**src/pipePkg.sv**
```systemverilog
`default_nettype none

package pipePkg;

   localparam int DATA_W = 16;
   localparam int REG_ADDR_W = 3;

   // Source register fields of an instruction
   localparam int RS_MSB = 10;
   localparam int RS_LSB = 8;
   localparam int RT_MSB = 7;
   localparam int RT_LSB = 5;

   typedef logic [DATA_W-1:0] dataT;
   typedef logic [REG_ADDR_W-1:0] regAddrT;

   localparam dataT NOP_INST = 16'h0800;

   typedef struct packed {
      logic regWrite;
      logic dmemWrite;
      logic dmemEn;
      logic memToReg;
      logic dmemDump;
      logic aluSrc2;
   } ctrlT;

   typedef struct packed {
      dataT inst;
      dataT pcPlus2;
      logic err;
   } ifIdT;

   typedef struct packed {
      dataT    inst;
      dataT    pcPlus2;
      dataT    rsData;
      dataT    rtData;
      regAddrT rdAddr;
      ctrlT    ctrl;
      logic    err;
   } idExT;

   typedef struct packed {
      dataT    aluRes;
      dataT    rtData;
      regAddrT rsAddr;
      regAddrT rtAddr;
      regAddrT rdAddr;
      ctrlT    ctrl;
      logic    err;
   } exMemT;

   typedef struct packed {
      dataT    writeData;
      regAddrT rdAddr;
      logic    regWrite;
      logic    dmemDump;
   } memWbT;

   typedef enum logic [1:0] {
      FWD_NONE,
      FWD_EX,
      FWD_MEM
   } fwdSelT;

   typedef struct packed {
      logic ifIdHold;
      logic idExHold;
      logic exMemHold;
      logic ifIdBubble;
      logic idExBubble;
      logic exMemBubble;
      logic memWbBubble;
   } stallT;

endpackage

`default_nettype wire
```
**src/pipelineControl.sv**
```systemverilog
`timescale 1ns/1ns
`default_nettype none

module pipelineControl (
   input  logic           clk,
   input  logic           reset,
   input  pipePkg::ifIdT  ifIdIn,
   input  pipePkg::idExT  idExIn,
   input  pipePkg::exMemT exMemIn,
   input  pipePkg::memWbT memWbIn,
   input  logic           fetchStall,
   input  logic           memStall,
   input  logic           branchTaken,
   input  logic           branchUsesRs,
   output pipePkg::ifIdT  ifId,
   output pipePkg::idExT  idEx,
   output pipePkg::exMemT exMem,
   output pipePkg::memWbT memWb,
   output pipePkg::stallT stall,
   output pipePkg::dataT  rsData,
   output pipePkg::dataT  rtData,
   output pipePkg::dataT  memRtData,
   output logic           dmemEn,
   output logic           dmemWrite,
   output logic           halt,
   output logic           err
);
   import pipePkg::*;

   dataT captureData;
   logic rsCapture;
   logic rtCapture;
   logic rtMemCapture;
   logic memWbRegWrite;

   hazardUnit hazard (
      .ifId         (ifId),
      .idEx         (idEx),
      .exMem        (exMem),
      .fetchStall   (fetchStall),
      .memStall     (memStall),
      .branchTaken  (branchTaken),
      .branchUsesRs (branchUsesRs),
      .stall        (stall)
   );

   forwardUnit forward (
      .idEx         (idEx),
      .exMem        (exMem),
      .memWb        (memWb),
      .stall        (stall),
      .rsSel        (),
      .rtSel        (),
      .rsData       (rsData),
      .rtData       (rtData),
      .memRtData    (memRtData),
      .captureData  (captureData),
      .rsCapture    (rsCapture),
      .rtCapture    (rtCapture),
      .rtMemCapture (rtMemCapture)
   );

   stageRegs regs (
      .clk           (clk),
      .reset         (reset),
      .ifIdIn        (ifIdIn),
      .idExIn        (idExIn),
      .exMemIn       (exMemIn),
      .memWbIn       (memWbIn),
      .memWbRegWrite (memWbRegWrite),
      .stall         (stall),
      .rsCapture     (rsCapture),
      .rtCapture     (rtCapture),
      .rtMemCapture  (rtMemCapture),
      .captureData   (captureData),
      .ifId          (ifId),
      .idEx          (idEx),
      .exMem         (exMem),
      .memWb         (memWb)
   );

   haltControl haltCtl (
      .clk           (clk),
      .reset         (reset),
      .exMem         (exMem),
      .memWbIn       (memWbIn),
      .halt          (halt),
      .err           (err),
      .errNext       (),
      .dmemEn        (dmemEn),
      .dmemWrite     (dmemWrite),
      .memWbRegWrite (memWbRegWrite)
   );

endmodule

`default_nettype wire

```
**src/haltControl.sv**
```systemverilog
`timescale 1ns/1ns
`default_nettype none

module haltControl (
   input  logic           clk,
   input  logic           reset,
   input  pipePkg::exMemT exMem,
   input  pipePkg::memWbT memWbIn,
   output logic           halt,
   output logic           err,
   output logic           errNext,
   output logic           dmemEn,
   output logic           dmemWrite,
   output logic           memWbRegWrite
);

   logic haltNext;

   assign errNext  = exMem.err;
   assign haltNext = exMem.ctrl.dmemDump | errNext;

   // Both latches stick until reset
   always_ff @(posedge clk) begin
      if (reset) begin
         halt <= 1'b0;
         err  <= 1'b0;
      end else begin
         halt <= halt | haltNext;
         err  <= err | errNext;
      end
   end

   assign dmemEn    = exMem.ctrl.dmemEn & ~halt & ~err;
   assign dmemWrite = exMem.ctrl.dmemWrite & ~halt & ~err;

   // No register write-back from a faulting instruction or after one
   assign memWbRegWrite = memWbIn.regWrite & ~errNext & ~err;

endmodule

`default_nettype wire

```
**src/stageRegs.sv**
```systemverilog
`timescale 1ns/1ns
`default_nettype none

module stageRegs (
   input  logic           clk,
   input  logic           reset,
   input  pipePkg::ifIdT  ifIdIn,
   input  pipePkg::idExT  idExIn,
   input  pipePkg::exMemT exMemIn,
   input  pipePkg::memWbT memWbIn,
   input  logic           memWbRegWrite,
   input  pipePkg::stallT stall,
   input  logic           rsCapture,
   input  logic           rtCapture,
   input  logic           rtMemCapture,
   input  pipePkg::dataT  captureData,
   output pipePkg::ifIdT  ifId,
   output pipePkg::idExT  idEx,
   output pipePkg::exMemT exMem,
   output pipePkg::memWbT memWb
);
   import pipePkg::*;

   ifIdT  ifIdNext;
   idExT  idExNext;
   exMemT exMemNext;
   memWbT memWbNext;

   always_comb begin
      ifIdNext = ifIdIn;
      if (stall.ifIdBubble) begin
         ifIdNext.inst = NOP_INST;
         ifIdNext.err  = 1'b0;
      end
   end

   // Error bit follows the instruction down the pipe
   always_comb begin
      idExNext     = idExIn;
      idExNext.err = idExIn.err | ifId.err;
      if (stall.idExBubble) begin
         idExNext.ctrl = '0;
         idExNext.err  = 1'b0;
      end
   end

   always_comb begin
      exMemNext     = exMemIn;
      exMemNext.err = exMemIn.err | idEx.err;
      if (stall.exMemBubble) begin
         exMemNext.ctrl = '0;
         exMemNext.err  = 1'b0;
      end
   end

   always_comb begin
      memWbNext          = memWbIn;
      memWbNext.regWrite = memWbRegWrite;
      if (stall.memWbBubble) begin
         memWbNext.regWrite = 1'b0;
         memWbNext.dmemDump = 1'b0;
      end
   end

   always_ff @(posedge clk) begin
      if (reset) begin
         ifId  <= '0;
         idEx  <= '0;
         exMem <= '0;
         memWb <= '0;
      end else begin
         if (!stall.ifIdHold) begin
            ifId <= ifIdNext;
         end

         if (!stall.idExHold) begin
            idEx <= idExNext;
         end else begin
            // Operand fields still take write-back data while held
            if (rsCapture) begin
               idEx.rsData <= captureData;
            end
            if (rtCapture) begin
               idEx.rtData <= captureData;
            end
         end

         if (!stall.exMemHold) begin
            exMem <= exMemNext;
         end else if (rtMemCapture) begin
            exMem.rtData <= captureData;
         end

         memWb <= memWbNext;
      end
   end

endmodule

`default_nettype wire

```
**src/forwardUnit.sv**
```systemverilog
`timescale 1ns/1ns
`default_nettype none

module forwardUnit (
   input  pipePkg::idExT   idEx,
   input  pipePkg::exMemT  exMem,
   input  pipePkg::memWbT  memWb,
   input  pipePkg::stallT  stall,
   output pipePkg::fwdSelT rsSel,
   output pipePkg::fwdSelT rtSel,
   output pipePkg::dataT   rsData,
   output pipePkg::dataT   rtData,
   output pipePkg::dataT   memRtData,
   output pipePkg::dataT   captureData,
   output logic            rsCapture,
   output logic            rtCapture,
   output logic            rtMemCapture
);
   import pipePkg::*;

   logic wbRsMatch;
   logic wbRtMatch;
   logic wbMemRtMatch;

   function automatic logic wbMatch(input regAddrT src);
      return (src == memWb.rdAddr) & memWb.regWrite;
   endfunction

   // EX/MEM wins over MEM/WB, loads in EX/MEM are not ready yet
   function automatic fwdSelT pickSource(input regAddrT src);
      fwdSelT sel;
      if ((src == exMem.rdAddr) & exMem.ctrl.regWrite & ~exMem.ctrl.memToReg) begin
         sel = FWD_EX;
      end else if (wbMatch(src)) begin
         sel = FWD_MEM;
      end else begin
         sel = FWD_NONE;
      end
      return sel;
   endfunction

   function automatic dataT operand(input fwdSelT sel, input dataT regData);
      dataT value;
      case (sel)
         FWD_EX:  value = exMem.aluRes;
         FWD_MEM: value = memWb.writeData;
         default: value = regData;
      endcase
      return value;
   endfunction

   assign rsSel  = pickSource(idEx.inst[RS_MSB:RS_LSB]);
   assign rtSel  = pickSource(idEx.inst[RT_MSB:RT_LSB]);
   assign rsData = operand(rsSel, idEx.rsData);
   assign rtData = operand(rtSel, idEx.rtData);

   // Store data in memory stage
   assign wbMemRtMatch = wbMatch(exMem.rtAddr);
   assign memRtData    = wbMemRtMatch ? memWb.writeData : exMem.rtData;

   // Held stages grab the write-back value before it leaves the pipe
   assign wbRsMatch    = wbMatch(idEx.inst[RS_MSB:RS_LSB]);
   assign wbRtMatch    = wbMatch(idEx.inst[RT_MSB:RT_LSB]);
   assign rsCapture    = stall.idExHold & wbRsMatch;
   assign rtCapture    = stall.idExHold & wbRtMatch;
   assign rtMemCapture = stall.exMemHold & wbMemRtMatch;
   assign captureData  = memWb.writeData;

endmodule

`default_nettype wire

```
**src/hazardUnit.sv**
```systemverilog
`timescale 1ns/1ns
`default_nettype none

module hazardUnit (
   input  pipePkg::ifIdT  ifId,
   input  pipePkg::idExT  idEx,
   input  pipePkg::exMemT exMem,
   input  logic           fetchStall,
   input  logic           memStall,
   input  logic           branchTaken,
   input  logic           branchUsesRs,
   output pipePkg::stallT stall
);
   import pipePkg::*;

   regAddrT branchRs;
   regAddrT exRs;
   regAddrT exRt;
   logic    exMemLoad;
   logic    decodeStall;
   logic    executeStall;

   assign branchRs = ifId.inst[RS_MSB:RS_LSB];
   assign exRs     = idEx.inst[RS_MSB:RS_LSB];
   assign exRt     = idEx.inst[RT_MSB:RT_LSB];

   assign exMemLoad = exMem.ctrl.regWrite & exMem.ctrl.memToReg;

   // Branch rs still in flight, either in execute or as a load in memory
   assign decodeStall = branchUsesRs &
      (((branchRs == idEx.rdAddr) & idEx.ctrl.regWrite) |
       ((branchRs == exMem.rdAddr) & exMemLoad));

   // Load-use on an execute operand
   assign executeStall = exMemLoad &
      ((exRs == exMem.rdAddr) |
       ((exRt == exMem.rdAddr) & idEx.ctrl.aluSrc2));

   always_comb begin
      stall.ifIdHold    = decodeStall | executeStall | memStall;
      stall.idExHold    = executeStall | memStall;
      stall.exMemHold   = memStall;
      stall.ifIdBubble  = branchTaken | fetchStall;
      stall.idExBubble  = decodeStall;
      stall.exMemBubble = executeStall;
      stall.memWbBubble = memStall;
   end

endmodule

`default_nettype wire

```
**config.mk**
```make
export PLATFORM = sky130hd
export DESIGN_NAME = pipelineControl
export DESIGN_NICKNAME = d
export VERILOG_FILES = /design/src/pipePkg.sv /design/src/pipelineControl.sv /design/src/haltControl.sv /design/src/stageRegs.sv /design/src/forwardUnit.sv /design/src/hazardUnit.sv
export SDC_FILE = /design/constraint.sdc
export NUM_CORES = 1
export LEC_CHECK = 0
export BUFFER_PORTS_ARGS = -buffer_cell sky130_fd_sc_hd__clkbuf_2
export CAP_MARGIN = 20
export CORE_AREA = 2 2 163 165
export DETAILED_ROUTE_END_ITERATION = 10
export DIE_AREA = 0 0 165 167
export PLACE_DENSITY = 0.53
export SYNTH_ARGS = -nofsm -noshare
export SYNTH_HDL_FRONTEND = slang
export SYNTH_SLANG_ARGS = --single-unit
export TNS_END_PERCENT = 50
```
**constraint.sdc**
```tcl
create_clock -name clk -period 3.24 [get_ports clk]
set_clock_uncertainty 0.2 [all_clocks]
set_input_delay 0.486 -clock clk [delete_from_list [all_inputs] [get_ports clk]]
set_output_delay 0.486 -clock clk [all_outputs]
set_load 0.01 [all_outputs]
```
# --- After elaboration in Yosys (flattened, before gate mapping) ---
# Index checks and enable logic that the tools add are counted.
classes:
  n_eq_ne: 14
  mux: 16
  bitwise_logic: 37
  reduce_logical: 1
op_table:
  columns: ["operator", "count"]
  rows:
  - ["16-bit 2-to-1 mux", 6]
  - ["16-bit case mux with 2 select lines", 2]
  - ["32-bit 2-to-1 mux", 1]
  - ["1-bit bitwise AND", 22]
  - ["3-bit == test", 7]
  - ["7-bit 2-to-1 mux", 2]
  - ["1-bit OR", 11]
  - ["2-bit 2-to-1 mux", 4]
  - ["2-bit by 1-bit == test with 1-bit output, second input constant", 2]
  - ["2-bit == test, second input constant", 2]
  - ["2-bit != test, second input constant", 2]
  - ["1-bit inverter", 4]
  - ["2-bit by 1-bit != test with 1-bit output, second input constant", 1]
  - ["2-bit OR reduction", 1]
  - ["1-bit 2-to-1 mux", 1]
word_totals:
  register_bits: 178
  input_bits: 182
  out_inout_bits: 235
  word_cells: 101

# --- Depth between registers and ports, before layout ---
# Gate-level depths: netlist of the first run.
depth:
  depth_word: 8
  depth_mapped: 9
  ltp_nobuf: 6

# --- By module ---
# A second synthesis of the first run with hierarchy kept.
hier_totals:
  hier_cells: 819
  area_unflattened_um2: 8229.1
modules_own_cells:
  columns: ["module", "instances", "cells_each", "area_each_um2", "seq_area_each_um2"]
  rows:
  - ["stageRegs", 1, 614, 6692.7, 3523.4]
  - ["forwardUnit", 1, 169, 1238.7, 0.0]
  - ["hazardUnit", 1, 26, 212.7, 0.0]
  - ["haltControl", 1, 10, 85.1, 40.0]

# --- Worst setup path before layout of the first run ---
# No wires, ideal clock.
synth_path:
  kind: "reg-to-output"
  start: "register, netlist name regs.exMem[8]"
  end: "output stall[6] (netlist bit)"
  t_arrival_ps: 1860
  required_ps: 2554
  slack_ps: 694
  stages_incl_launch_ff: 8
  path_buffers: 3
  path_cell_list: "dfxtp_1 -> xor2_1 -> or4b_1 -> and3_1 -> buf_2 -> buf_2 -> clkbuf_1 -> nand2_1"
synth_rtl:
  columns: ["element", "line_no", "source"]
  rows:
  - ["end, declared", "pipelineControl.sv:19", "output pipePkg::stallT stall,"]

==> results of run 1 <==
-- synth_stat cells --
master | count | area [um^2]
buf_4 | 9 | 67.6
and2_1 | 1 | 6.26
nor2_1 | 127 | 477
o21ai_0 | 32 | 160
nor3b_1 | 3 | 22.5
clkbuf_2 | 1 | 5.00
mux2_2 | 16 | 180
buf_6 | 6 | 67.6
nand3_1 | 31 | 155
inv_1 | 4 | 15.0
and4_1 | 1 | 8.76
nor2b_1 | 20 | 125
nand4_1 | 19 | 119
o21ai_1 | 1 | 5.00
clkinv_4 | 1 | 8.76
xnor2_1 | 14 | 123
buf_1 | 5 | 18.8
xor2_1 | 7 | 61.3
buf_2 | 9 | 45.0
o211ai_1 | 2 | 15.0
buf_8 | 1 | 15.0
a211oi_2 | 19 | 238
or4b_1 | 2 | 20.0
nor3_1 | 19 | 95.1
nor4_1 | 2 | 12.5
nand2_1 | 87 | 327
mux2i_1 | 57 | 571
a211oi_1 | 13 | 97.6
and3_1 | 1 | 6.26
a21oi_1 | 114 | 571
clkbuf_1 | 44 | 165
dfxtp_1 | 178 | 3560
-- final timing paths --
check                           cells after the start  slack [ns]       endpoint     startpoint
worst max register to register                      7        0.62  regs.idEx[40]  regs.exMem[9]
worst max-delay path                                6        0.20       stall[6]  regs.exMem[9]
worst min-delay path                                2        0.07  regs.memWb[6]     memWbIn[6]
worst min register to register                      2        0.25  regs.idEx[60]  regs.idEx[60]
-- state kept, by name (all words and copies together) (netlist names) --
| register | cells |
|---|---|
| haltCtl.err | 1 |
| haltCtl.halt | 1 |
| regs.exMem | 48 |
| regs.idEx | 74 |
| regs.ifId | 33 |
| regs.memWb | 21 |
-- worst max-delay path: stages, from the launching register on --
cell,delay [ns]
dfxtp_1,0.45
xnor2_1,0.18
or4b_1,0.47
and3_2,0.26
buf_6,0.25
nand2_1,0.14
clkbuf_2,0.14
-- layout make-up --
type / instances / area (um^2)
fill: 2747 / 15500
sequential: 178 / 3560
multi-input combinational: 588 / 3410
timing repair buffer: 433 / 2260
clock buffer: 17 / 425
tap: 335 / 419
clock inverter: 15 / 156
inverter: 5 / 23.8
-- power by group --
group / switching (mW) / total (mW) / internal (mW)
clock: 1.01 / 2.11 / 1.10
combinational: 0.501 / 0.879 / 0.378
sequential: 0.102 / 2.42 / 2.32
-- routing by layer --
metal / vias up / GRT usage / routed length, um
li1: 3651 / - / -
met1: 3430 / 0.235 / 11200
met2: 289 / 0.330 / 13400
met3: 13 / 0.0672 / 2520
met4: 0 / 0.0389 / 253
met5: - / 0 / 0
-- logic make-up after synthesis --
family	Yosys count	share of synthesized area
XOR/XNOR	21	0.0250
flip-flops	178	0.484
AO/OA/AOI/OAI	181	0.147
AND/OR/NAND/NOR	313	0.187
multiplexers	73	0.102
buffers and inverters	80	0.0554
==> flow_summary.json, run 1 <==
{
  "synth_sequential_area_ratio": 0.484,
  "number_of_instances_in_the_placed_design": 1539,
  "maximum_number_of_pins_on_one_net_before_global_route_repair": 77,
  "report.final.slew_viol_count": 0,
  "hold_slack_ns": 0.0674,
  "post_cts_resize_count": 0,
  "netlist_instances": 846,
  "die_area_um2": 27600,
  "synth_cell_type_count": 32,
  "die_y_um": 167,
  "pin_count": 417,
  "tritoncts.num_buffers": 17,
  "critPathCaptureType": "output port",
  "grt_antenna_before_repair": 0,
  "gpl.final_weighted_congestion": 0.801,
  "syn_warnings": 0,
  "area_of_the_core_region_um2": 25800,
  "dp_worst_setup_slack_ns": 0.536,
  "finalNonFillerCells": 1571,
  "status": "completed",
  "crit_arrival_ns": 2.35,
  "stdcell_area_um2": 10300,
  "numClockSinks": 178,
  "min_period_over_period": 0.938,
  "maxSlewHeadroom": 0.447,
  "h_tree_depth_reported_by_cts": 4,
  "cts.hold.buffers_added": 0,
  "antenna-diode-count": 0,
  "drt_drc_violations_left": 0,
  "clock_insertion_delay_worst_skew_ns": 0.42,
  "number_of_nets_at_the_end_of_the_flow": 1405,
  "cts_tree": "done",
  "clock_tree.buffer_depth": 2,
  "total_power_mw": 5.41,
  "postSynthNetCount": 1028,
  "worst-setup-path-type": "flop to output port",
  "detail_route.wl_per_cell_um": 17.5,
  "clkSlewWorstSetupHoldPaths_ns": 0.08,
  "power.ir.vdd_worst_uv": 329,
  "required_ns": 2.55,
  "grt_setup_unrepaired": "false",
  "commonest_cells_after_routing_fill_and_taps_aside": "clkbuf_2 (414), dfxtp_1 (178), nor2_1 (127)",
  "synth.cell_area_um2": 7370,
  "fmax_ghz": 0.329,
  "setup-tns-final_ns": 0,
  "place_hpwl_mm": 19.9,
  "grt_first_pass_wirelength_mm": 41.2,
  "leading_cell_type_in_the_layout_fill_and_taps_excluded": "clkbuf_2",
  "vias": 7383,
  "postPlaceCellArea_um2": 9670,
  "initial_utilization": 0.286,
  "global_route.usage.total": 0.193,
  "fin_worst_setup_slack_ns": 0.200,
  "tightest_slew_ns": 0.830,
  "layout.core_utilization": 0.398,
  "leakage_nw": 5.12,
  "post_route_cells_drive_above_1_share": 0.407,
  "syn_to_layout_area_delta_pct": 39.2,
  "critPathLaunchType": "flop",
  "ant_nets": 0,
  "via_count_of_the_first_global_routing_pass": 7070,
  "min_period_ns": 3.04,
  "grt_overflow_total": 0,
  "routed_wl_mm": 27.4,
  "cts_setup_buffers": 0,
  "timing.final.setup_violations": 0,
  "detailedRoute.firstIterationViolations": 376,
  "hold_viol_final": 0,
  "viasPerCell": 4.70,
  "worst_hold_path_type": "primary input to flop",
  "critical_path.max_fanout": 76,
  "dr.pass1.iters": 4,
  "port_buffers": 416,
  "die_width_um": 165,
  "yosys_register_bits": 178,
  "cap_viol_max_count": 0,
  "num_rows": 59,
  "cellPowerDensity_nw_per_um2": 528,
  "clock_root_buffer": "clkbuf_16",
  "syn_area_per_cell_um2": 8.71
}
Power figures use the tool's default switching activity.
==> inputs of run 2 (changes only) <==
==> constraint.sdc (replaced) <==
create_clock -name clk -period 3.1 [get_ports clk]
set_clock_uncertainty 0.2 [all_clocks]
set_input_delay 0.465 -clock clk [delete_from_list [all_inputs] [get_ports clk]]
set_output_delay 0.465 -clock clk [all_outputs]
set_load 0.01 [all_outputs]
==> flow_summary.json, run 2 (synthesis results as in run 1) <==
{
  "status": "completed",
  "syn_to_layout_area_delta_pct": 40.2,
  "setup-tns-final_ns": 0,
  "area_of_the_core_region_um2": 25800,
  "number_of_instances_in_the_placed_design": 1545,
  "multiInputGateArea_um2": 3410,
  "drt_drc_violations_left": 0,
  "largest_regs": "regs.idEx (74), regs.exMem (48), regs.ifId (33)",
  "gpl.final_weighted_congestion": 0.783,
  "worst_hold_path_type": "primary input to flop",
  "crit_path_cell_trace": "xor2_1 -> or4b_1 -> and3_2 -> clkinv_4 -> clkbuf_2",
  "largest_register": "regs.idEx",
  "largest_register_ff_count": 74,
  "die_area_um2": 27600,
  "critPathCaptureType": "output port",
  "dr.pass1.iters": 5,
  "place_hpwl_mm": 20.3,
  "grt_overflow_total": 0,
  "cap_viol_max_count": 0,
  "total_area_of_sequential_cells_um2": 3560,
  "finalNonFillerCells": 1577,
  "tightest_slew_ns": 0.862,
  "worst-setup-path-type": "flop to output port",
  "post_cts_resize_count": 0,
  "global_route.usage.total": 0.196,
  "commonest_cells_after_routing_fill_and_taps_aside": "clkbuf_2 (414), dfxtp_1 (178), nor2_1 (127)",
  "ant_nets": 0,
  "critPathLaunchType": "flop",
  "die_y_um": 167,
  "routed_wl_mm": 27.7,
  "detail_route.wl_per_cell_um": 17.6,
  "pin_count": 417,
  "min_period_ns": 2.92,
  "leakage_nw": 5.16,
  "grt_first_pass_wirelength_mm": 41.9,
  "cellPowerDensity_nw_per_um2": 554,
  "clock_tree.buffer_depth": 2,
  "port_buffers": 416,
  "critical_path.slowest_cell": "or4b_1",
  "clkSlewWorstSetupHoldPaths_ns": 0.08,
  "die_width_um": 165,
  "hold_slack_ns": 0.0431,
  "number_of_nets_at_the_end_of_the_flow": 1411,
  "leading_cell_type_in_the_layout_fill_and_taps_excluded": "clkbuf_2",
  "layout.core_utilization": 0.401,
  "min_period_over_period": 0.942,
  "cp_slowest_stage_delay_ns": 0.53,
  "maximum_number_of_pins_on_one_net_before_global_route_repair": 62,
  "required_ns": 2.43,
  "detailedRoute.firstIterationViolations": 324,
  "grt_setup_unrepaired": "false",
  "tritoncts.num_buffers": 17,
  "via_count_of_the_first_global_routing_pass": 7316,
  "clock_insertion_delay_worst_skew_ns": 0.43,
  "fmax_ghz": 0.342,
  "grt_antenna_before_repair": 0,
  "power.ir.vdd_worst_uv": 373,
  "layout.filler_cells": 2746,
  "clock_root_buffer": "clkbuf_16",
  "viasPerCell": 4.73,
  "maxSlewHeadroom": 0.426,
  "h_tree_depth_reported_by_cts": 4,
  "report.final.slew_viol_count": 0,
  "antenna-diode-count": 0,
  "timing.final.setup_violations": 0,
  "cts.hold.buffers_added": 0,
  "numClockSinks": 178,
  "initial_utilization": 0.286,
  "cts_tree": "done",
  "cts_setup_buffers": 0,
  "critical_path.max_fanout": 34,
  "post_route_cells_drive_above_1_share": 0.410,
  "num_rows": 59,
  "vias": 7462,
  "hold_viol_final": 0,
  "crit_arrival_ns": 2.26
}
run 2: cell count changes in the layout (fill, tap and decap cells not counted), sizes merged:
cell | previous run | this run
clkinv | 3 | 7
buf | 19 | 25
inv | 15 | 11
run 2: path summary, 6_finish.rpt:
kind | from | to | slack (ns) | depth (start not counted)
worst min-delay path | idExIn[56] | regs.idEx[56] | 0.04 | 3
worst max-delay path | regs.exMem[8] | stall[5] | 0.18 | 5
worst max register to register | regs.exMem[8] | regs.ifId[28] | 0.54 | 7
worst min register to register | regs.idEx[47] | regs.idEx[47] | 0.26 | 2
run 2: layout make-up:
cell class                      count  area share
Clock buffer                       17      0.0412
Clock inverter                     15      0.0182
Inverter                            5     0.00230
Multi-Input combinational cell    588       0.330
Sequential cell                   178       0.345
Tap cell                          335      0.0406
Timing Repair Buffer              439       0.223
run 2: metal layers:
layer / routed length (um) / GRT usage / part of all wire / vias up
met1: 11300 / 0.233 / 0.41 / 3486
met5: 0 / 0 / 0 / -
met4: 197 / 0.0405 / 0.0071 / 0
met3: 2590 / 0.0680 / 0.093 / 11
li1: - / - / - / 3666
met2: 13600 / 0.339 / 0.49 / 299
run 2: power by group:
part           internal, mW  total (mW)  switching, mW  leakage (nW)
Combinational         0.400       0.925          0.525          3.39
Sequential             2.42        2.53          0.106          1.47
Clock                  1.17        2.26           1.10         0.297
Total                  3.99        5.72           1.73          5.16
run 2: worst max-delay path: cells and delay by family, from the launching register on:
kind,cells,cell delay [ns]
AND/OR/NAND/NOR,2,0.79
XOR/XNOR,1,0.12
buffers and inverters,2,0.47
flip-flops,1,0.45
run 2: through the flow:
stage	power [mW]	worst slack [ns]	cell area, um^2
after floorplan	3.06	0.575	7370
after global placement	3.52	0.591	9710
after detailed placement	3.52	0.556	9710
after CTS	5.79	0.140	10300
after global routing	5.99	0.0200	10300
final	5.72	0.179	10300
